`config.mk`:
```
export PLATFORM = sky130hd
export DESIGN_NAME = letc_top
export DESIGN_NICKNAME = d
export VERILOG_FILES = /design/src/letc_pkg.sv /design/src/letc_matrix.sv /design/src/letc_req_fifo.sv /design/src/letc_aclint.sv /design/src/letc_gpio.sv /design/src/letc_periph_port.sv /design/src/letc_top.sv
export SDC_FILE = /design/constraint.sdc
export NUM_CORES = 1
export LEC_CHECK = 0
export ABC_AREA = 0
export BUFFER_PORTS_ARGS = -buffer_cell sky130_fd_sc_hd__buf_2
export CORE_MARGIN = 1.5
export CORE_UTILIZATION = 49
export CTS_CLUSTER_DIAMETER = 40
export CTS_CLUSTER_SIZE = 12
export DETAILED_ROUTE_END_ITERATION = 6
export GPL_ROUTABILITY_DRIVEN = 0
export PLACE_DENSITY = 0.76
export SLEW_MARGIN = 10
export SYNTH_ARGS = -nofsm -noshare
export SYNTH_HDL_FRONTEND = slang
export SYNTH_SLANG_ARGS = --single-unit
```
`constraint.sdc`:
```
create_clock -name i_clk -period 4.4 [get_ports i_clk]
set_input_delay 0.22 -clock i_clk [delete_from_list [all_inputs] [get_ports i_clk]]
set_output_delay 0.22 -clock i_clk [all_outputs]
set_load 0.005 [all_outputs]
```
`src/letc_pkg.sv`:
```
// LETC peripheral subsystem package: bus widths, address map, register offsets, target codes
`default_nettype none

package letc_pkg;

    localparam int ADDR_W   = 16;   // Byte address
    localparam int DATA_W   = 32;
    localparam int OFFSET_W = 4;    // Register offset inside a target window

    // ACLINT map
    localparam logic [ADDR_W-1:0] ADDR_MSIP        = 16'h0000;   // Bit 0 only
    localparam logic [ADDR_W-1:0] ADDR_MTIMECMP_LO = 16'h4000;
    localparam logic [ADDR_W-1:0] ADDR_MTIMECMP_HI = 16'h4004;
    localparam logic [ADDR_W-1:0] ADDR_MTIME_LO    = 16'hBFF8;
    localparam logic [ADDR_W-1:0] ADDR_MTIME_HI    = 16'hBFFC;

    // GPIO map
    localparam logic [ADDR_W-1:0] ADDR_LED         = 16'hC000;   // {led1 rgb, led0 rgb}
    localparam logic [ADDR_W-1:0] ADDR_BTN         = 16'hC004;   // Read only

    // Offsets are address bits 5:2
    localparam logic [OFFSET_W-1:0] OFF_MTIMECMP_LO = ADDR_MTIMECMP_LO[5:2];
    localparam logic [OFFSET_W-1:0] OFF_MTIMECMP_HI = ADDR_MTIMECMP_HI[5:2];
    localparam logic [OFFSET_W-1:0] OFF_MTIME_LO    = ADDR_MTIME_LO[5:2];
    localparam logic [OFFSET_W-1:0] OFF_MTIME_HI    = ADDR_MTIME_HI[5:2];
    localparam logic [OFFSET_W-1:0] OFF_LED         = ADDR_LED[5:2];
    localparam logic [OFFSET_W-1:0] OFF_BTN         = ADDR_BTN[5:2];
    // msip aliases mtimecmp_lo in bits 5:2, so it gets a free slot
    localparam logic [OFFSET_W-1:0] OFF_MSIP        = 4'h8;

    // Which block executes a queued request
    typedef enum logic [1:0] {
        TGT_ACLINT = 2'd0,
        TGT_GPIO   = 2'd1,
        TGT_NONE   = 2'd2   // Unmapped or misaligned, answered with error
    } periph_target_e;

endpackage : letc_pkg

`default_nettype wire

```
`src/letc_matrix.sv`:
```
// LETC interconnect decoder: accepts bus requests, decodes the target and pushes queue entries
`default_nettype none
`timescale 1ns/10ps

module letc_matrix (
    input  logic                            i_clk,
    input  logic                            i_rst,
    input  logic                            i_req_valid,
    input  logic                            i_req_write,
    input  logic [letc_pkg::ADDR_W-1:0]     i_req_addr,
    input  logic [letc_pkg::DATA_W-1:0]     i_req_wdata,
    input  logic                            i_fifo_full,
    input  logic                            i_fifo_almost_full,
    output logic                            o_req_ready,
    output logic                            o_push,
    output letc_pkg::periph_target_e        o_target,
    output logic                            o_write,
    output logic [letc_pkg::OFFSET_W-1:0]   o_offset,
    output logic [letc_pkg::DATA_W-1:0]     o_wdata
);
    import letc_pkg::*;

    logic                   alive_q;    // Low only through reset
    logic                   accept;
    periph_target_e         dec_target;
    logic [OFFSET_W-1:0]    dec_offset;

    // A pending push already claims one slot
    assign o_req_ready = alive_q && (o_push ? !i_fifo_almost_full : !i_fifo_full);
    assign accept      = i_req_valid && o_req_ready;

    always_comb begin
        dec_target = TGT_NONE;  // Misaligned stays here
        if (i_req_addr[1:0] == 2'b00) begin
            case (i_req_addr)
                ADDR_MSIP, ADDR_MTIMECMP_LO, ADDR_MTIMECMP_HI,
                ADDR_MTIME_LO, ADDR_MTIME_HI: dec_target = TGT_ACLINT;
                ADDR_LED, ADDR_BTN:           dec_target = TGT_GPIO;
                default:                      dec_target = TGT_NONE;
            endcase
        end
    end

    assign dec_offset = (i_req_addr == ADDR_MSIP) ? OFF_MSIP : i_req_addr[5:2];

    always_ff @(posedge i_clk) begin
        if (i_rst) begin
            alive_q <= 1'b0;
            o_push  <= 1'b0;
        end else begin
            alive_q <= 1'b1;
            o_push  <= accept;  // Push one cycle after acceptance
        end
    end

    // Entry payload
    always_ff @(posedge i_clk) begin
        if (accept) begin
            o_target <= dec_target;
            o_write  <= i_req_write;
            o_offset <= dec_offset;
            o_wdata  <= i_req_wdata;
        end
    end

endmodule : letc_matrix

`default_nettype wire

```
`src/letc_req_fifo.sv`:
```
// LETC request queue: circular FIFO of decoded requests between the decoder and the port
`default_nettype none
`timescale 1ns/10ps

module letc_req_fifo #(
    parameter int FIFO_DEPTH = 4    // Power of two, at least 2
) (
    input  logic                            i_clk,
    input  logic                            i_rst,
    input  logic                            i_push,
    input  letc_pkg::periph_target_e        i_target,
    input  logic                            i_write,
    input  logic [letc_pkg::OFFSET_W-1:0]   i_offset,
    input  logic [letc_pkg::DATA_W-1:0]     i_wdata,
    input  logic                            i_pop,
    output letc_pkg::periph_target_e        o_target,
    output logic                            o_write,
    output logic [letc_pkg::OFFSET_W-1:0]   o_offset,
    output logic [letc_pkg::DATA_W-1:0]     o_wdata,
    output logic                            o_empty,
    output logic                            o_full,
    output logic                            o_almost_full
);
    import letc_pkg::*;

    localparam int              PTR_W    = $clog2(FIFO_DEPTH);
    localparam logic [PTR_W:0]  FULL_CNT = (PTR_W + 1)'(FIFO_DEPTH);

    periph_target_e         target_mem [FIFO_DEPTH];
    logic                   write_mem  [FIFO_DEPTH];
    logic [OFFSET_W-1:0]    offset_mem [FIFO_DEPTH];
    logic [DATA_W-1:0]      wdata_mem  [FIFO_DEPTH];

    logic [PTR_W-1:0]   wr_ptr, rd_ptr;    // Wrap on their own
    logic [PTR_W:0]     count;
    logic               wr_en, rd_en;

    assign rd_en = i_pop && !o_empty;
    assign wr_en = i_push && (!o_full || rd_en);   // Full but draining is fine

    assign o_empty       = (count == '0);
    assign o_full        = (count == FULL_CNT);
    assign o_almost_full = (count >= FULL_CNT - 1'b1);   // Includes full

    // Head entry
    assign o_target = target_mem[rd_ptr];
    assign o_write  = write_mem[rd_ptr];
    assign o_offset = offset_mem[rd_ptr];
    assign o_wdata  = wdata_mem[rd_ptr];

    always_ff @(posedge i_clk) begin
        if (wr_en) begin
            target_mem[wr_ptr] <= i_target;
            write_mem[wr_ptr]  <= i_write;
            offset_mem[wr_ptr] <= i_offset;
            wdata_mem[wr_ptr]  <= i_wdata;
        end
    end

    always_ff @(posedge i_clk) begin
        if (i_rst) begin
            wr_ptr <= '0;
            rd_ptr <= '0;
            count  <= '0;
        end else begin
            if (wr_en) wr_ptr <= wr_ptr + 1'b1;
            if (rd_en) rd_ptr <= rd_ptr + 1'b1;
            case ({wr_en, rd_en})
                2'b10:   count <= count + 1'b1;
                2'b01:   count <= count - 1'b1;
                default: count <= count;    // Both or neither
            endcase
        end
    end

endmodule : letc_req_fifo

`default_nettype wire

```
`src/letc_aclint.sv`:
```
// LETC ACLINT: machine timer counter, timer compare and software interrupt registers
`default_nettype none
`timescale 1ns/10ps

module letc_aclint (
    input  logic                            i_clk,
    input  logic                            i_rst,
    input  logic                            i_access,
    input  logic                            i_write,
    input  logic [letc_pkg::OFFSET_W-1:0]   i_offset,
    input  logic [letc_pkg::DATA_W-1:0]     i_wdata,
    output logic [letc_pkg::DATA_W-1:0]     o_rdata,
    output logic                            o_timer_irq,
    output logic                            o_soft_irq
);
    import letc_pkg::*;

    logic [63:0]    mtime_q;
    logic [63:0]    mtimecmp_q;
    logic           msip_q;
    logic           wr;

    assign wr = i_access && i_write;

    // Counter; a written half replaces that half and counting resumes from it
    always_ff @(posedge i_clk) begin
        if (i_rst) begin
            mtime_q <= '0;
        end else if (wr && (i_offset == OFF_MTIME_LO)) begin
            mtime_q <= {mtime_q[63:32], i_wdata};
        end else if (wr && (i_offset == OFF_MTIME_HI)) begin
            mtime_q <= {i_wdata, mtime_q[31:0]};
        end else begin
            mtime_q <= mtime_q + 64'd1;
        end
    end

    always_ff @(posedge i_clk) begin
        if (i_rst) begin
            mtimecmp_q <= '1;   // Never fires out of reset
            msip_q     <= 1'b0;
        end else if (wr) begin
            case (i_offset)
                OFF_MTIMECMP_LO: mtimecmp_q[31:0]  <= i_wdata;
                OFF_MTIMECMP_HI: mtimecmp_q[63:32] <= i_wdata;
                OFF_MSIP:        msip_q            <= i_wdata[0];
                default:         msip_q            <= msip_q;  // mtime or unused
            endcase
        end
    end

    // Interrupt lines, one cycle behind the registers
    always_ff @(posedge i_clk) begin
        if (i_rst) begin
            o_timer_irq <= 1'b0;
            o_soft_irq  <= 1'b0;
        end else begin
            o_timer_irq <= (mtime_q >= mtimecmp_q);
            o_soft_irq  <= msip_q;
        end
    end

    // Read mux
    always_comb begin
        case (i_offset)
            OFF_MSIP:        o_rdata = {{(DATA_W-1){1'b0}}, msip_q};
            OFF_MTIMECMP_LO: o_rdata = mtimecmp_q[31:0];
            OFF_MTIMECMP_HI: o_rdata = mtimecmp_q[63:32];
            OFF_MTIME_LO:    o_rdata = mtime_q[31:0];
            OFF_MTIME_HI:    o_rdata = mtime_q[63:32];
            default:         o_rdata = '0;
        endcase
    end

endmodule : letc_aclint

`default_nettype wire

```
`src/letc_gpio.sv`:
```
// LETC GPIO block with the LED drive register and synchronized button status
`default_nettype none
`timescale 1ns/10ps

module letc_gpio (
    input  logic                            i_clk,
    input  logic                            i_rst,
    input  logic                            i_access,
    input  logic                            i_write,
    input  logic [letc_pkg::OFFSET_W-1:0]   i_offset,
    input  logic [letc_pkg::DATA_W-1:0]     i_wdata,
    input  logic [1:0]                      i_btn,
    output logic [letc_pkg::DATA_W-1:0]     o_rdata,
    output logic                            o_led0_r,
    output logic                            o_led0_g,
    output logic                            o_led0_b,
    output logic                            o_led1_r,
    output logic                            o_led1_g,
    output logic                            o_led1_b
);
    import letc_pkg::*;

    logic [5:0] led_q;      // {led1 r,g,b, led0 r,g,b}
    logic [1:0] btn_meta_q;
    logic [1:0] btn_sync_q;

    always_ff @(posedge i_clk) begin
        if (i_rst) begin
            led_q      <= '0;   // All off
            btn_meta_q <= '0;
            btn_sync_q <= '0;
        end else begin
            if (i_access && i_write && (i_offset == OFF_LED))
                led_q <= i_wdata[5:0];  // Button writes dropped
            btn_meta_q <= i_btn;        // Two-flop synchronizer
            btn_sync_q <= btn_meta_q;
        end
    end

    assign {o_led1_r, o_led1_g, o_led1_b, o_led0_r, o_led0_g, o_led0_b} = led_q;

    always_comb begin
        case (i_offset)
            OFF_LED: o_rdata = {{(DATA_W-6){1'b0}}, led_q};
            OFF_BTN: o_rdata = {{(DATA_W-2){1'b0}}, btn_sync_q};
            default: o_rdata = '0;
        endcase
    end

endmodule : letc_gpio

`default_nettype wire

```
`src/letc_periph_port.sv`:
```
// LETC peripheral port: pops queued requests, runs them on ACLINT or GPIO and holds the response
`default_nettype none
`timescale 1ns/10ps

module letc_periph_port (
    input  logic                            i_clk,
    input  logic                            i_rst,
    input  logic                            i_empty,
    input  letc_pkg::periph_target_e        i_target,
    input  logic                            i_write,
    input  logic [letc_pkg::OFFSET_W-1:0]   i_offset,
    input  logic [letc_pkg::DATA_W-1:0]     i_wdata,
    input  logic                            i_rsp_ready,
    input  logic [1:0]                      i_btn,
    output logic                            o_pop,
    output logic                            o_rsp_valid,
    output logic [letc_pkg::DATA_W-1:0]     o_rsp_rdata,
    output logic                            o_rsp_error,
    output logic                            o_timer_irq,
    output logic                            o_soft_irq,
    output logic                            o_led0_r,
    output logic                            o_led0_g,
    output logic                            o_led0_b,
    output logic                            o_led1_r,
    output logic                            o_led1_g,
    output logic                            o_led1_b
);
    import letc_pkg::*;

    logic               aclint_access, gpio_access;
    logic [DATA_W-1:0]  aclint_rdata, gpio_rdata;
    logic [DATA_W-1:0]  sel_rdata;

    // Pop only if the response slot is free or draining now
    assign o_pop         = !i_empty && (!o_rsp_valid || i_rsp_ready);
    assign aclint_access = o_pop && (i_target == TGT_ACLINT);
    assign gpio_access   = o_pop && (i_target == TGT_GPIO);

    letc_aclint aclint_i (
        .i_clk, .i_rst,
        .i_access(aclint_access),
        .i_write, .i_offset, .i_wdata,
        .o_rdata(aclint_rdata),
        .o_timer_irq, .o_soft_irq
    );

    letc_gpio gpio_i (
        .i_clk, .i_rst,
        .i_access(gpio_access),
        .i_write, .i_offset, .i_wdata, .i_btn,
        .o_rdata(gpio_rdata),
        .o_led0_r, .o_led0_g, .o_led0_b,
        .o_led1_r, .o_led1_g, .o_led1_b
    );

    always_comb begin
        case (i_target)
            TGT_ACLINT: sel_rdata = aclint_rdata;
            TGT_GPIO:   sel_rdata = gpio_rdata;
            default:    sel_rdata = '0;     // Error path reads zero
        endcase
    end

    always_ff @(posedge i_clk) begin
        if (i_rst)
            o_rsp_valid <= 1'b0;
        else if (o_pop)
            o_rsp_valid <= 1'b1;    // Valid the cycle after the pop
        else if (i_rsp_ready)
            o_rsp_valid <= 1'b0;
    end

    // Response payload
    always_ff @(posedge i_clk) begin
        if (o_pop) begin
            o_rsp_rdata <= i_write ? '0 : sel_rdata;
            o_rsp_error <= (i_target == TGT_NONE);
        end
    end

endmodule : letc_periph_port

`default_nettype wire

```
`src/letc_top.sv`:
```
// LETC peripheral subsystem top: request decoder, request queue and peripheral port
`default_nettype none
`timescale 1ns/10ps

module letc_top #(
    parameter int FIFO_DEPTH = 4
) (
    input  logic                            i_clk,
    input  logic                            i_rst,
    input  logic                            i_req_valid,
    input  logic                            i_req_write,
    input  logic [letc_pkg::ADDR_W-1:0]     i_req_addr,
    input  logic [letc_pkg::DATA_W-1:0]     i_req_wdata,
    input  logic                            i_rsp_ready,
    input  logic [1:0]                      i_btn,
    output logic                            o_req_ready,
    output logic                            o_rsp_valid,
    output logic [letc_pkg::DATA_W-1:0]     o_rsp_rdata,
    output logic                            o_rsp_error,
    output logic                            o_led0_r,
    output logic                            o_led0_g,
    output logic                            o_led0_b,
    output logic                            o_led1_r,
    output logic                            o_led1_g,
    output logic                            o_led1_b,
    output logic                            o_timer_irq,
    output logic                            o_soft_irq
);
    import letc_pkg::*;

    // Decoder to queue
    logic                   push;
    periph_target_e         push_target;
    logic                   push_write;
    logic [OFFSET_W-1:0]    push_offset;
    logic [DATA_W-1:0]      push_wdata;
    logic                   fifo_full, fifo_almost_full;

    // Queue head to port
    logic                   pop, fifo_empty;
    periph_target_e         head_target;
    logic                   head_write;
    logic [OFFSET_W-1:0]    head_offset;
    logic [DATA_W-1:0]      head_wdata;

    letc_matrix matrix_i (
        .i_clk, .i_rst,
        .i_req_valid, .i_req_write, .i_req_addr, .i_req_wdata,
        .i_fifo_full(fifo_full),
        .i_fifo_almost_full(fifo_almost_full),
        .o_req_ready,
        .o_push(push), .o_target(push_target), .o_write(push_write),
        .o_offset(push_offset), .o_wdata(push_wdata)
    );

    letc_req_fifo #(.FIFO_DEPTH(FIFO_DEPTH)) fifo_i (
        .i_clk, .i_rst,
        .i_push(push), .i_target(push_target), .i_write(push_write),
        .i_offset(push_offset), .i_wdata(push_wdata),
        .i_pop(pop),
        .o_target(head_target), .o_write(head_write),
        .o_offset(head_offset), .o_wdata(head_wdata),
        .o_empty(fifo_empty), .o_full(fifo_full), .o_almost_full(fifo_almost_full)
    );

    letc_periph_port periph_i (
        .i_clk, .i_rst,
        .i_empty(fifo_empty), .i_target(head_target), .i_write(head_write),
        .i_offset(head_offset), .i_wdata(head_wdata),
        .i_rsp_ready, .i_btn,
        .o_pop(pop),
        .o_rsp_valid, .o_rsp_rdata, .o_rsp_error,
        .o_timer_irq, .o_soft_irq,
        .o_led0_r, .o_led0_g, .o_led0_b,
        .o_led1_r, .o_led1_g, .o_led1_b
    );

endmodule : letc_top

`default_nettype wire

```
==> summary.txt, run 1 <==
Global routing
  – GRT overflow: 0
  – Vias in the first global route: ~13k
  – Antenna violations before repair: 0
  – First-pass GRT wire length: 68700 um
  – Largest net degree at the start of global routing: 81
  – All-Layer GR Usage: 0.241

Clock network
  – Hold bufs inserted after CTS: 42
  – Total clock buffers created by CTS: between 50 and 60
  – Clock Tree Buf Depth: 3
  – Clock latency of the later-clocked register in the worst-skew pair: 0.56 ns
  – Clock-pin transition on the worst setup and hold timing paths: 0.06 ns
  – Deepest level of the CTS H-tree: 2
  – Post-CTS setup-driven buffer insertion count: 0
  – Clock tree sinks: 381
  – Clock root cell: sky130_fd_sc_hd__clkbuf_16
  – Resized Gates After CTS: 0
  – Clock tree from TritonCTS: done

Logic synthesis
  – Post-synthesis area per instance: 11.8 um2
  – Top flip-flop cell by instance count after synthesis: sky130_fd_sc_hd__edfxtp_1
  – Seq cells post-synth: around 380
  – Total nets after synthesis: 1603
  – Post-synth EDFFs: roughly 230
  – Yosys warning count: 0
  – Combinational family with the most area after synthesis: compound AO/OA/AOI/OAI gates
  – Commonest cells in the netlist: sky130_fd_sc_hd__edfxtp_1, sky130_fd_sc_hd__dfxtp_1, sky130_fd_sc_hd__nand2_1
  – Most numerous cell in the Yosys netlist: sky130_fd_sc_hd__edfxtp_1
  – Synthesized area: 17400 um2
  – Sequential share of the synthesized area: 0.569
  – Top-area cell type share of the netlist area: 0.393
  – Async set or reset register ratio after synthesis: 0
  – Share of synthesized cell area in full adder, half adder and majority cells: 0.0508
  – Mux share of post-synthesis cell area: 0.0760
  – Most area-hungry cell type in the Yosys netlist: sky130_fd_sc_hd__edfxtp_1
  – Ranking of synthesized cells by area: sky130_fd_sc_hd__edfxtp_1, sky130_fd_sc_hd__dfxtp_1, sky130_fd_sc_hd__ha_1
  – Post-synthesis cell type count: 73
  – Post-synthesis compound-gate area fraction: 0.129
  – Synthesized-area fraction occupied by and/or/nand/nor cells: 0.126
  – Xor/xnor cell area share of the yosys netlist: 0.00554
  – Post-synthesis instance total: 1478

Hold path
  – Hold Startpoint: i_req_addr[14]
  – Type of the tightest min-delay check: in2reg
  – Endpoint with the worst hold slack: matrix_i.o_offset[3]$_SDFFCE_PN1P_
  – Worst hold path stage count: 2

STA
  – RSZ-0062 raised after global routing: no
  – Clk_skew: between 0.015 and 0.02 ns
  – Final setup violation count: 0
  – Post-route fraction of the period consumed by the critical path: 0.778
  – F_max: 0.292 GHz
  – Final hold violation count: 0
  – Final period demand of the worst path: 3.42 ns
  – Total count of max-transition violations in the final report: 0
  – Total Neg Setup Slack: 0 ns
  – Max-slew headroom at the worst pin: 0.227
  – Transition time at the pin with the least slew margin: approximately 1.1 ns

Power and ir drop
  – Power density over the cells: approximately 500 nW/um2
  – Final Power: 10.2 mW
  – Maximum vdd drop: slightly below 400 uV
  – Leakage power total: 7.81 nW

Drt
  – Length of the first detailed-routing pass in iterations: 7
  – Final routed wire length divided by cell count: 20.6 um
  – Total wirelength of the detailed-routed design: 43300 um
  – Via count of the routed design: roughly 13k
  – Initial DRC Count: 1666
  – Vias per std cell: ~6.1
  – DRC violations left: 2
  – Antenna violation net count after detailed routing: 0

Placement
  – Port-buffer cells: 97
  – HPWL Detailed: approximately 28000 um

Floorplan
  – Core region area: around 35000 um2
  – Initial Util: 0.501
  – Die height: 191 um
  – Site Rows: 68
  – Top-level port count: approximately 100
  – Die span in x: 191 um
  – Area of the die: about 37000 um2

Run status
  – Violations in the final reports: DRC
  – Result of the run: finished with violations

Cells and area
  – Multi-input gate area in the final layout: 6770 um2
  – Final layout net count: 1726
  – Layout cell share with drive strength beyond 1: 0.184
  – Count of antenna diodes in the layout: 0
  – # fillers: 2751
  – Signed area change from the synthesized netlist to the final layout: 17.1%
  – Area taken by flip-flops and latches: 9910 um2

Worst setup path
  – Maximum net fanout on the critical path: 30
  – Endpoint type of the worst setup path: flop
  – Sort of element at the start of the critical path: flop
  – R2r endpoint: periph_i.aclint_i.mtime_q[23]$_SDFFE_PP0P_
  – Length in cells of the worst reg-to-reg path: 7
  – Crit path arrival time: roughly 3.8 ns
  – Type of the setup path with the least slack: reg2reg
  – Reg-to-reg slack, setup: between 0.9 and 1 ns
  – Required time of the critical path: 4.79 ns

Flow run
  – Max-cap viol count: 0
==> worst max-delay path, stage by stage (launching register included) <==
cell,delay [ns]
sky130_fd_sc_hd__dfxtp_2,0.50
sky130_fd_sc_hd__mux4_2,0.60
sky130_fd_sc_hd__nor4b_4,0.34
sky130_fd_sc_hd__and3_1,0.69
sky130_fd_sc_hd__nand2_2,0.58
sky130_fd_sc_hd__nand4_1,0.29
sky130_fd_sc_hd__xor2_1,0.16
sky130_fd_sc_hd__a211oi_1,0.08
==> how the worst max path moves through the flow <==
stage,to,cells after the start,startpoint
global placement,periph_i.aclint_i.mtime_q[23]$_SDFFE_PP0P_,7,flop
floorplan,fifo_i.count[2]$_SDFFE_PP0P_,8,periph_i.o_rsp_valid$_SDFFE_PP0P_
CTS,periph_i.aclint_i.mtime_q[23]$_SDFFE_PP0P_,7,flop
finish,periph_i.aclint_i.mtime_q[23]$_SDFFE_PP0P_,7,flop
global route,periph_i.aclint_i.mtime_q[23]$_SDFFE_PP0P_,7,flop
detailed placement,periph_i.aclint_i.mtime_q[23]$_SDFFE_PP0P_,7,flop
==> stage by stage <==
| step | instance area (um2) | hold slack [ns] | utilization | cells | worst slack, ns |
|---|---|---|---|---|---|
| after detailed placement | 18200 | 0.398 | 0.525 | 1960 | 1.06 |
| final | 20400 | 0.0320 | 0.587 | 2099 | 0.975 |
| after global placement | 18200 | 0.397 | 0.525 | 1960 | 1.10 |
| after CTS | 20400 | 0.00515 | 0.587 | 2099 | 1.03 |
| after global routing | 20400 | 0.0194 | 0.587 | 2099 | 0.814 |
| after floorplan | 17400 | 0.319 | - | 1478 | 0.981 |
==> cell usage in the layout, fill, tap and decap left out, types with 28 or more instances in the layout <==
cell type | synthesis | final
sky130_fd_sc_hd__edfxtp_1 | 228 | 228
sky130_fd_sc_hd__dfxtp_1 | 153 | 151
sky130_fd_sc_hd__nand2_1 | 144 | 144
sky130_fd_sc_hd__nor2_1 | 109 | 108
sky130_fd_sc_hd__buf_2 | 35 | 97
sky130_fd_sc_hd__inv_1 | 81 | 81
sky130_fd_sc_hd__a21oi_1 | 70 | 70
sky130_fd_sc_hd__ha_1 | 69 | 69
sky130_fd_sc_hd__o211ai_1 | 68 | 68
sky130_fd_sc_hd__clkbuf_16 | 0 | 53
sky130_fd_sc_hd__o21ai_0 | 46 | 46
sky130_fd_sc_hd__dlygate4sd3_1 | 0 | 42
sky130_fd_sc_hd__mux4_2 | 37 | 37
sky130_fd_sc_hd__a222oi_1 | 32 | 32
sky130_fd_sc_hd__mux2_2 | 31 | 31
sky130_fd_sc_hd__nand4_1 | 30 | 30
sky130_fd_sc_hd__nor3_1 | 29 | 28
sky130_fd_sc_hd__nand3_1 | 28 | 28
==> layout make-up <==
cell class | instances | area share
inverters | 82 | 0.0151
repair buffers | 158 | 0.0527
multi-input cells | 926 | 0.332
clock buffers | 71 | 0.0704
flip-flops and latches | 381 | 0.486
well taps | 455 | 0.0279
clock inverters | 26 | 0.0157
==> per-layer routing <==
layer	global-route usage	routed length [um]	up-vias
li1	-	-	5899
met1	0.325	18000	6201
met2	0.393	20500	589
met3	0.0411	3370	111
met4	0.0883	1440	0
met5	0	0	-
==> cells by family (layout without fill, tap and decap cells) <==
logic type | count (synthesis) | after routing
buf+inv | 171 | 337
simple gates | 437 | 437
compound gates | 326 | 326
mux | 82 | 82
xor+xnor | 11 | 11
fa+ha+maj | 70 | 70
flops | 381 | 381
==> sequential cells by signal, indices dropped and copies added, names as in the netlist, 2 cells and up, named ones only <==
register                      cells
fifo_i.count                      3
fifo_i.offset_mem                16
fifo_i.rd_ptr                     2
fifo_i.target_mem                 8
fifo_i.wdata_mem                128
fifo_i.wr_ptr                     2
fifo_i.write_mem                  4
matrix_i.o_offset                 4
matrix_i.o_target                 2
matrix_i.o_wdata                 32
periph_i.aclint_i.mtime_q        64
periph_i.aclint_i.mtimecmp_q     64
periph_i.gpio_i.btn_meta_q        2
periph_i.gpio_i.btn_sync_q        2
periph_i.gpio_i.led_q             6
periph_i.o_rsp_rdata             32
==> report_power, final <==
part | internal [mW] | switching [mW]
sequential | 4.12 | 0.163
clock | 2.60 | 1.57
combinational | 0.657 | 1.10
total | 7.38 | 2.83
(Power assumes the default switching activity.)
==> run 2: changes to the inputs <==
ABC_AREA = 1   (was 0)
PLACE_DENSITY = 0.79   (was 0.76)
clock period = 3.1 ns   (was 4.4 ns; I/O delays follow)
==> run 2 against run 1 <==
Compared with the run above:
- the flow still finishes with violations (DRC)
- sequential cell count stayed put
- via count is 31% higher
- die area is 8.6% higher
- sequential power is 46% higher
- maximum frequency is 22% higher
- count of clock-buffer cells in the layout is 2 higher
- clock skew is 0.012 ns higher
- highest routed layer unchanged
- hold slack worse by 0.020 ns
- critical endpoint is now periph_i.aclint_i.mtime_q[47]$_SDFFE_PP0N_
- clock power is 53% higher
- register-to-register slack worse by 0.68 ns
==> summary.txt, run 2 <==
Run status
  – Result of the run: finished with violations
  – Violations in the final reports: DRC

Drt
  – Length of the first detailed-routing pass in iterations: 7 (unchanged)
  – Final routed wire length divided by cell count: 18.0 um (-13%)
  – Via count of the routed design: 16.7k (+31%)
  – DRC violations left: 20 (+18)
  – Initial DRC Count: 1929 (+16%)
  – Total wirelength of the detailed-routed design: 52500 um (+21%)
  – Antenna violation net count after detailed routing: 0 (unchanged)
  – Vias per std cell: 5.74 (-5.9%)

Global routing
  – GRT overflow: 0 (unchanged)
  – Vias in the first global route: 16.1k (+28%)
  – First-pass GRT wire length: 82600 um (+20%)
  – All-Layer GR Usage: 0.266 (+0.0245)
  – Largest net degree at the start of global routing: 75 (-7.4%)
  – Antenna violations before repair: 1 (+1)

Worst setup path
  – Endpoint type of the worst setup path: flop
  – Crit path arrival time: 3.34 ns (-0.48 ns)
  – Length in cells of the worst reg-to-reg path: 14 (+7)
  – Type of the setup path with the least slack: reg2reg
  – Sort of element at the start of the critical path: flop
  – Required time of the critical path: 3.63 ns (-1.16 ns)
  – Maximum net fanout on the critical path: 45 (+50%)

STA
  – Post-route fraction of the period consumed by the critical path: 0.905 (+0.127)
  – Final hold violation count: 0 (unchanged)
  – Clk_skew: 0.0299 ns (+0.0121 ns)
  – Final period demand of the worst path: 2.81 ns (-0.618 ns)
  – Max-slew headroom at the worst pin: 0.262 (+0.0347)
  – Total Neg Setup Slack: 0 ns (unchanged)
  – Total count of max-transition violations in the final report: 0 (unchanged)
  – F_max: 0.356 GHz (+22%)
  – Final setup violation count: 0 (unchanged)
  – Post-layout worst setup margin: 0.294 ns (-0.682 ns)
  – RSZ-0062 raised after global routing: no
  – Transition time at the pin with the least slew margin: 1.10 ns (-0.0484 ns)

Cells and area
  – Share of the core filled with cells in the final layout: 0.590 (+0.00258)
  – Leading cell type in the layout, fill and taps excluded: sky130_fd_sc_hd__nand2_1
  – # fillers: 3198 (+16%)
  – Layout cell share with drive strength beyond 1: 0.110 (-0.0739)
  – Registers with the most flip-flops: fifo_i.wdata_mem x128, periph_i.aclint_i.mtime_q x64, periph_i.aclint_i.mtimecmp_q x64
  – Multi-input gate area in the final layout: 7670 um2 (+13%)
  – Final layout net count: 2476 (+43%)
  – Flip-flop count of the largest register after layout: 128 (unchanged)
  – Signed area change from the synthesized netlist to the final layout: 17.9%
  – Area taken by flip-flops and latches: 9910 um2 (about the same)
  – Register with the most flip-flops: fifo_i.wdata_mem
  – Count of antenna diodes in the layout: 0 (unchanged)
  – Commonest non-fill, non-tap cells in the layout: sky130_fd_sc_hd__nand2_1, sky130_fd_sc_hd__nor2_1, sky130_fd_sc_hd__inv_1, sky130_fd_sc_hd__edfxtp_1, sky130_fd_sc_hd__dfxtp_1

Logic synthesis
  – Yosys warning count: 0 (unchanged)
  – Most numerous cell in the Yosys netlist: sky130_fd_sc_hd__nand2_1
  – Ranking of synthesized cells by area: sky130_fd_sc_hd__edfxtp_1, sky130_fd_sc_hd__dfxtp_1, sky130_fd_sc_hd__nand2_1
  – Top flip-flop cell by instance count after synthesis: sky130_fd_sc_hd__edfxtp_1
  – Async set or reset register ratio after synthesis: 0 (unchanged)
  – Commonest cells in the netlist: sky130_fd_sc_hd__nand2_1, sky130_fd_sc_hd__nor2_1, sky130_fd_sc_hd__inv_1
  – Most area-hungry cell type in the Yosys netlist: sky130_fd_sc_hd__edfxtp_1
  – Post-synthesis cell type count: 45 (-38%)
  – Synthesized area: 18900 um2 (+8.7%)
  – Top-area cell type share of the netlist area: 0.362 (-0.0316)
  – Post-synth EDFFs: 228 (unchanged)
  – Post-synthesis area per instance: 8.58 um2 (-27%)
  – Seq cells post-synth: 381 (unchanged)
  – Total nets after synthesis: 2331 (+45%)
  – Post-synthesis instance total: 2206 (+49%)
  – Sequential share of the synthesized area: 0.524 (-0.0458)

Floorplan
  – Area of the die: 39800 um2 (+8.6%)
  – Site Rows: 71 (+4.4%)
  – Core region area: 37800 um2 (+9.0%)
  – Die span in x: 200 um (+4.2%)
  – Initial Util: 0.500 (-0.00130)
  – Top-level port count: 98 (unchanged)
  – Die height: 200 um (+4.2%)

Power and ir drop
  – Leakage power total: 9.15 nW (+17%)
  – Power density over the cells: 743 nW/um2 (+48%)
  – Maximum vdd drop: 527 uV (+34%)
  – Final Power: 16.6 mW (+63%)

Clock network
  – Clock Tree Buf Depth: 3 (unchanged)
  – Clock tree from TritonCTS: done
  – Clock latency of the later-clocked register in the worst-skew pair: 0.62 ns (+0.06 ns)
  – Deepest level of the CTS H-tree: 2 (unchanged)
  – Post-CTS setup-driven buffer insertion count: 0 (unchanged)
  – Clock tree sinks: 381 (unchanged)
  – Clock-pin transition on the worst setup and hold timing paths: 0.06 ns (about the same)
  – Clock root cell: sky130_fd_sc_hd__clkbuf_16
  – Total clock buffers created by CTS: 57 (+9.6%)

Placement
  – HPWL Detailed: 35600 um (+29%)
  – DP Worst Slack: 0.279 ns (-0.777 ns)
  – Port-buffer cells: 97 (unchanged)

Hold path
  – Worst hold path stage count: 4 (+2)
  – Type of the tightest min-delay check: in2reg

Flow run
  – Max-cap viol count: 0 (unchanged)
-- run 2: power breakdown --
part,switching (mW),internal (mW),total (mW)
sequential,0.289,5.98,6.27
clock,2.50,3.88,6.38
combinational,2.89,1.06,3.95
total,5.68,10.9,16.6
-- run 2: final cells by class --
class | count | share of cell area
clock buffer | 73 | 0.0699
timing repair buffer | 179 | 0.0557
sequential | 381 | 0.444
multi-input combinational | 1488 | 0.343
tap | 511 | 0.0286
clock inverter | 35 | 0.0169
inverter | 244 | 0.0412
-- run 2: cell families (layout without fill, tap and decap cells) --
group                    Yosys count  after routing  share of synthesized area
multiplexers                       1              1                   0.000595
flip-flops                       381            381                      0.524
AO/OA/AOI/OAI                    377            377                      0.118
adder cells (fa/ha/maj)           70             70                     0.0467
XOR/XNOR                          33             33                     0.0153
buffers and inverters            337            531                     0.0737
AND/OR/NAND/NOR                 1007           1007                      0.222
-- run 2: stage by stage --
| stage | instances | area, um2 | hold WS (ns) |
|---|---|---|---|
| 5_1_grt | 2911 | 22300 | 0.0510 |
| 6_report | 2911 | 22300 | 0.0119 |
| 3_5_place_dp | 2756 | 19900 | 0.333 |
| 3_3_place_gp | 2756 | 19900 | 0.332 |
| 2_1_floorplan | 2206 | 18900 | 0.224 |
| 4_1_cts | 2911 | 22300 | 0.00352 |
-- run 2: worst paths after layout --
path	startpoint	end	slack, ns
setup reg to reg	flop	periph_i.aclint_i.mtime_q[47]$_SDFFE_PP0N_	0.29
setup / recovery	flop	periph_i.aclint_i.mtime_q[47]$_SDFFE_PP0N_	0.29
hold / removal	i_req_addr[6]	matrix_i.o_target[1]$_SDFFCE_PN1P_	0.01
hold reg to reg	periph_i.gpio_i.btn_meta_q[0]$_SDFF_PP0_	periph_i.gpio_i.btn_sync_q[0]$_SDFF_PP0_	0.40
-- run 2: critical path: stages, from the launching register on --
cell and delay [ns]:
sky130_fd_sc_hd__dfxtp_4 0.42, sky130_fd_sc_hd__inv_4 0.37, sky130_fd_sc_hd__nand2_1 0.12, sky130_fd_sc_hd__nand3_2 0.11, sky130_fd_sc_hd__nand2_1 0.13, sky130_fd_sc_hd__nor2_1 0.18
sky130_fd_sc_hd__nand2_1 0.09, sky130_fd_sc_hd__buf_4 0.22, sky130_fd_sc_hd__nor2_2 0.12, sky130_fd_sc_hd__buf_4 0.22, sky130_fd_sc_hd__buf_4 0.29, sky130_fd_sc_hd__nand2_1 0.10
sky130_fd_sc_hd__o21ai_0 0.13, sky130_fd_sc_hd__inv_1 0.07, sky130_fd_sc_hd__a21oi_1 0.12
-- run 2: timing repair --
item | in CTS | in global routing
setup endpoints to repair | 0 | 2
hold endpoints to repair | 45 | 0
gates resized for setup | 0 | 1
hold buffers | 47 | 0
-- run 2: metal layers --
metal / track usage / vias up / share of wire
met3: 0.0589 / 213 / 0.10
met2: 0.426 / 960 / 0.46
met4: 0.134 / 0 / 0.046
met5: 0 / - / 0
li1: - / 7778 / -
met1: 0.338 / 7762 / 0.39
==> run 3: changes to the inputs <==
HOLD_SLACK_MARGIN = 0.05   (was unset)
==> run 3 against run 2 <==
Compared with the run above:
- setup slack improved by 0.0049 ns
- global-route usage barely moved
- routed wire length decreased by 0.18%
- die area unchanged
- the run still ends with DRC left
- final area up 0.22%
- highest routed layer unchanged
- critical endpoint unchanged
- maximum frequency rose by 0.18%
- non-clock buffer count grew 5
- largest cell class unchanged
- sequential power about the same
- clock power hardly changed
==> summary.txt, run 3 (synthesis gave the netlist of run 2 again) <==
Power and ir drop
  – Switching component of the power: 5.67 mW (-0.16%)
  – Leakage power total: 9.17 nW (+0.24%)
  – Comb power frac: 0.239 (about the same)
  – Cell internal pwr: 10.9 mW (about the same)
  – Share of power burned in registers: 0.378 (about the same)
  – Power density over the cells: 742 nW/um2 (-0.26%)
  – Proportion of total power due to net switching: 0.342 (-0.000405)
  – Clock power frac: 0.384 (about the same)
  – Maximum vdd drop: 524 uV (-0.57%)

STA
  – Final setup violation count: 0 (unchanged)
  – Clk_skew: 0.0300 ns (+0.0000353 ns)
  – Final hold violation count: 0 (unchanged)
  – F_max: 0.357 GHz (+0.18%)
  – Final period demand of the worst path: 2.80 ns (-0.00493 ns)
  – Transition time at the pin with the least slew margin: 0.995 ns (-0.104 ns)
  – Max-slew headroom at the worst pin: 0.336 (+0.0748)
  – Total count of max-transition violations in the final report: 0 (unchanged)
  – Total Neg Setup Slack: 0 ns (unchanged)
  – Post-route fraction of the period consumed by the critical path: 0.904 (-0.00159)
  – Post-layout worst setup margin: 0.298 ns (+0.00493 ns)
  – RSZ-0062 raised after global routing: no

Cells and area
  – Cell Count, Final, Fillers Out: 2916 (+0.17%)
  – Share of the core filled with cells in the final layout: 0.591 (+0.00132)
  – Registers with the most flip-flops: fifo_i.wdata_mem x128, periph_i.aclint_i.mtime_q x64, periph_i.aclint_i.mtimecmp_q x64
  – Register with the most flip-flops: fifo_i.wdata_mem
  – Commonest non-fill, non-tap cells in the layout: sky130_fd_sc_hd__nand2_1, sky130_fd_sc_hd__nor2_1, sky130_fd_sc_hd__inv_1, sky130_fd_sc_hd__edfxtp_1, sky130_fd_sc_hd__dfxtp_1
  – Flip-flop count of the largest register after layout: 128 (unchanged)
  – Signed area change from the synthesized netlist to the final layout: 18.2%
  – Final design instance area without fill: 22400 um2 (+0.22%)
  – Count of antenna diodes in the layout: 0 (unchanged)
  – Final layout net count: 2481 (+0.20%)
  – Layout cell share with drive strength beyond 1: 0.110 (-0.000230)
  – # fillers: 3191 (-0.22%)
  – Leading cell type in the layout, fill and taps excluded: sky130_fd_sc_hd__nand2_1

Worst setup path
  – Sort of element at the start of the critical path: flop
  – Type of the setup path with the least slack: reg2reg
  – Length in cells of the worst reg-to-reg path: 14 (unchanged)
  – Required time of the critical path: 3.63 ns (about the same)
  – Reg-to-reg slack, setup: 0.30 ns (about the same)
  – Endpoint type of the worst setup path: flop
  – Critical path capture point: periph_i.aclint_i.mtime_q[47]$_SDFFE_PP0N_
  – Crit path arrival time: 3.33 ns (about the same)
  – R2r endpoint: periph_i.aclint_i.mtime_q[47]$_SDFFE_PP0N_
  – Maximum net fanout on the critical path: 45 (unchanged)

Drt
  – Antenna violation net count after detailed routing: 0 (unchanged)
  – Length of the first detailed-routing pass in iterations: 7 (unchanged)
  – Initial DRC Count: 1973 (+2.3%)
  – DRC violations left: 7 (-65%)
  – Final routed wire length divided by cell count: 18.0 um (-0.35%)
  – Via count of the routed design: 16.7k (-0.36%)
  – Total wirelength of the detailed-routed design: 52400 um (-0.18%)
  – Vias per std cell: 5.71 (-0.54%)

Clock network
  – Clock Tree Buf Depth: 3 (unchanged)
  – Clock latency of the later-clocked register in the worst-skew pair: 0.62 ns (about the same)
  – Clock tree from TritonCTS: done
  – Clock tree sinks: 381 (unchanged)
  – Clock-pin transition on the worst setup and hold timing paths: 0.06 ns (about the same)
  – Clock root cell: sky130_fd_sc_hd__clkbuf_16
  – Total clock buffers created by CTS: 57 (unchanged)
  – Deepest level of the CTS H-tree: 2 (unchanged)

Global routing
  – First-pass GRT wire length: 82600 um (about the same)
  – Largest net degree at the start of global routing: 75 (unchanged)
  – Vias in the first global route: 16.1k (-0.15%)
  – Antenna violations before repair: 1 (unchanged)
  – GRT overflow: 0 (unchanged)
  – All-Layer GR Usage: 0.266 (about the same)

Floorplan
  – Die height: 200 um (unchanged)
  – Top-level port count: 98 (unchanged)
  – Core region area: 37800 um2 (unchanged)
  – Die span in x: 200 um (unchanged)
  – Site Rows: 71 (unchanged)
  – Area of the die: 39800 um2 (unchanged)
  – Initial Util: 0.500 (unchanged)

Placement
  – DP Worst Slack: 0.279 ns (unchanged)
  – Instance area after placement: 19900 um2 (unchanged)
  – Port-buffer cells: 97 (unchanged)
  – HPWL Detailed: 35600 um (unchanged)
  – Post-Place Cells: 2756 (unchanged)

Run status
  – Result of the run: finished with violations
  – Violations in the final reports: DRC

Hold path
  – Type of the tightest min-delay check: in2reg

Flow run
  – Max-cap viol count: 0 (unchanged)
## run 3: per-layer routing
| layer | vias up | track usage | share of wire | wire (um) |
|---|---|---|---|---|
| met4 | 0 | 0.131 | 0.046 | 2420 |
| met1 | 7719 | 0.338 | 0.40 | 20700 |
| met2 | 948 | 0.427 | 0.46 | 24000 |
| met3 | 206 | 0.0587 | 0.099 | 5200 |
| met5 | - | 0 | 0 | 0 |
| li1 | 7779 | - | - | - |
## run 3: power groups by stage
stage	sequential [mW]	clock (mW)	combinational [mW]
after global placement	6.34	0	3.68
after detailed placement	6.36	0	3.78
after floorplan	6.29	0	2.38
after CTS	6.26	6.42	3.87
final	6.26	6.37	3.96
after global routing	6.31	6.67	4.31
## run 3: layout make-up
class / count / area [um2] / area share
Clock buffer: 73 / 1560 / 0.0697
Multi-Input combinational cell: 1488 / 7670 / 0.343
Sequential cell: 381 / 9910 / 0.443
Inverter: 244 / 920 / 0.0411
Timing Repair Buffer: 184 / 1290 / 0.0578
Tap cell: 511 / 639 / 0.0286
Clock inverter: 35 / 377 / 0.0168
## run 3: timing repair
item | CTS | global route
hold buffers | 52 | 0
setup endpoints to repair | 0 | 2
hold endpoints to repair | 49 | 0
resized for setup | 0 | 1
setup buffers | 0 | 0
## run 3: worst min-delay path by stage
stage | start | endpoint | cells past startpoint
after detailed placement | i_req_wdata[9] | matrix_i.o_wdata[9]$_DFFE_PP_ | 1
after CTS | i_req_wdata[16] | matrix_i.o_wdata[16]$_DFFE_PP_ | 2
final | i_req_wdata[4] | matrix_i.o_wdata[4]$_DFFE_PP_ | 2
after global routing | i_req_wdata[31] | matrix_i.o_wdata[31]$_DFFE_PP_ | 2
after global placement | i_req_wdata[25] | matrix_i.o_wdata[25]$_DFFE_PP_ | 1
after floorplan | i_rst | periph_i.aclint_i.mtime_q[1]$_SDFFE_PP0P_ | 1
## run 3: critical path, stage by stage (launching register included)
cell                      delay (ns)
sky130_fd_sc_hd__dfxtp_4        0.42
sky130_fd_sc_hd__inv_4          0.36
sky130_fd_sc_hd__nand2_1        0.12
sky130_fd_sc_hd__nand3_2        0.10
sky130_fd_sc_hd__nand2_1        0.13
sky130_fd_sc_hd__nor2_1         0.18
sky130_fd_sc_hd__nand2_1        0.10
sky130_fd_sc_hd__buf_4          0.22
sky130_fd_sc_hd__nor2_2         0.12
sky130_fd_sc_hd__buf_4          0.22
sky130_fd_sc_hd__buf_4          0.30
sky130_fd_sc_hd__nand2_1        0.10
sky130_fd_sc_hd__o21ai_0        0.13
sky130_fd_sc_hd__inv_1          0.07
sky130_fd_sc_hd__a21oi_1        0.11
## run 3: metrics by stage
stage	power [mW]	hold slack, ns
finish	16.6	0.247
global route	17.3	0.228
floorplan	8.67	0.224
CTS	16.5	0.222
detailed placement	10.1	0.333
global placement	10.0	0.332
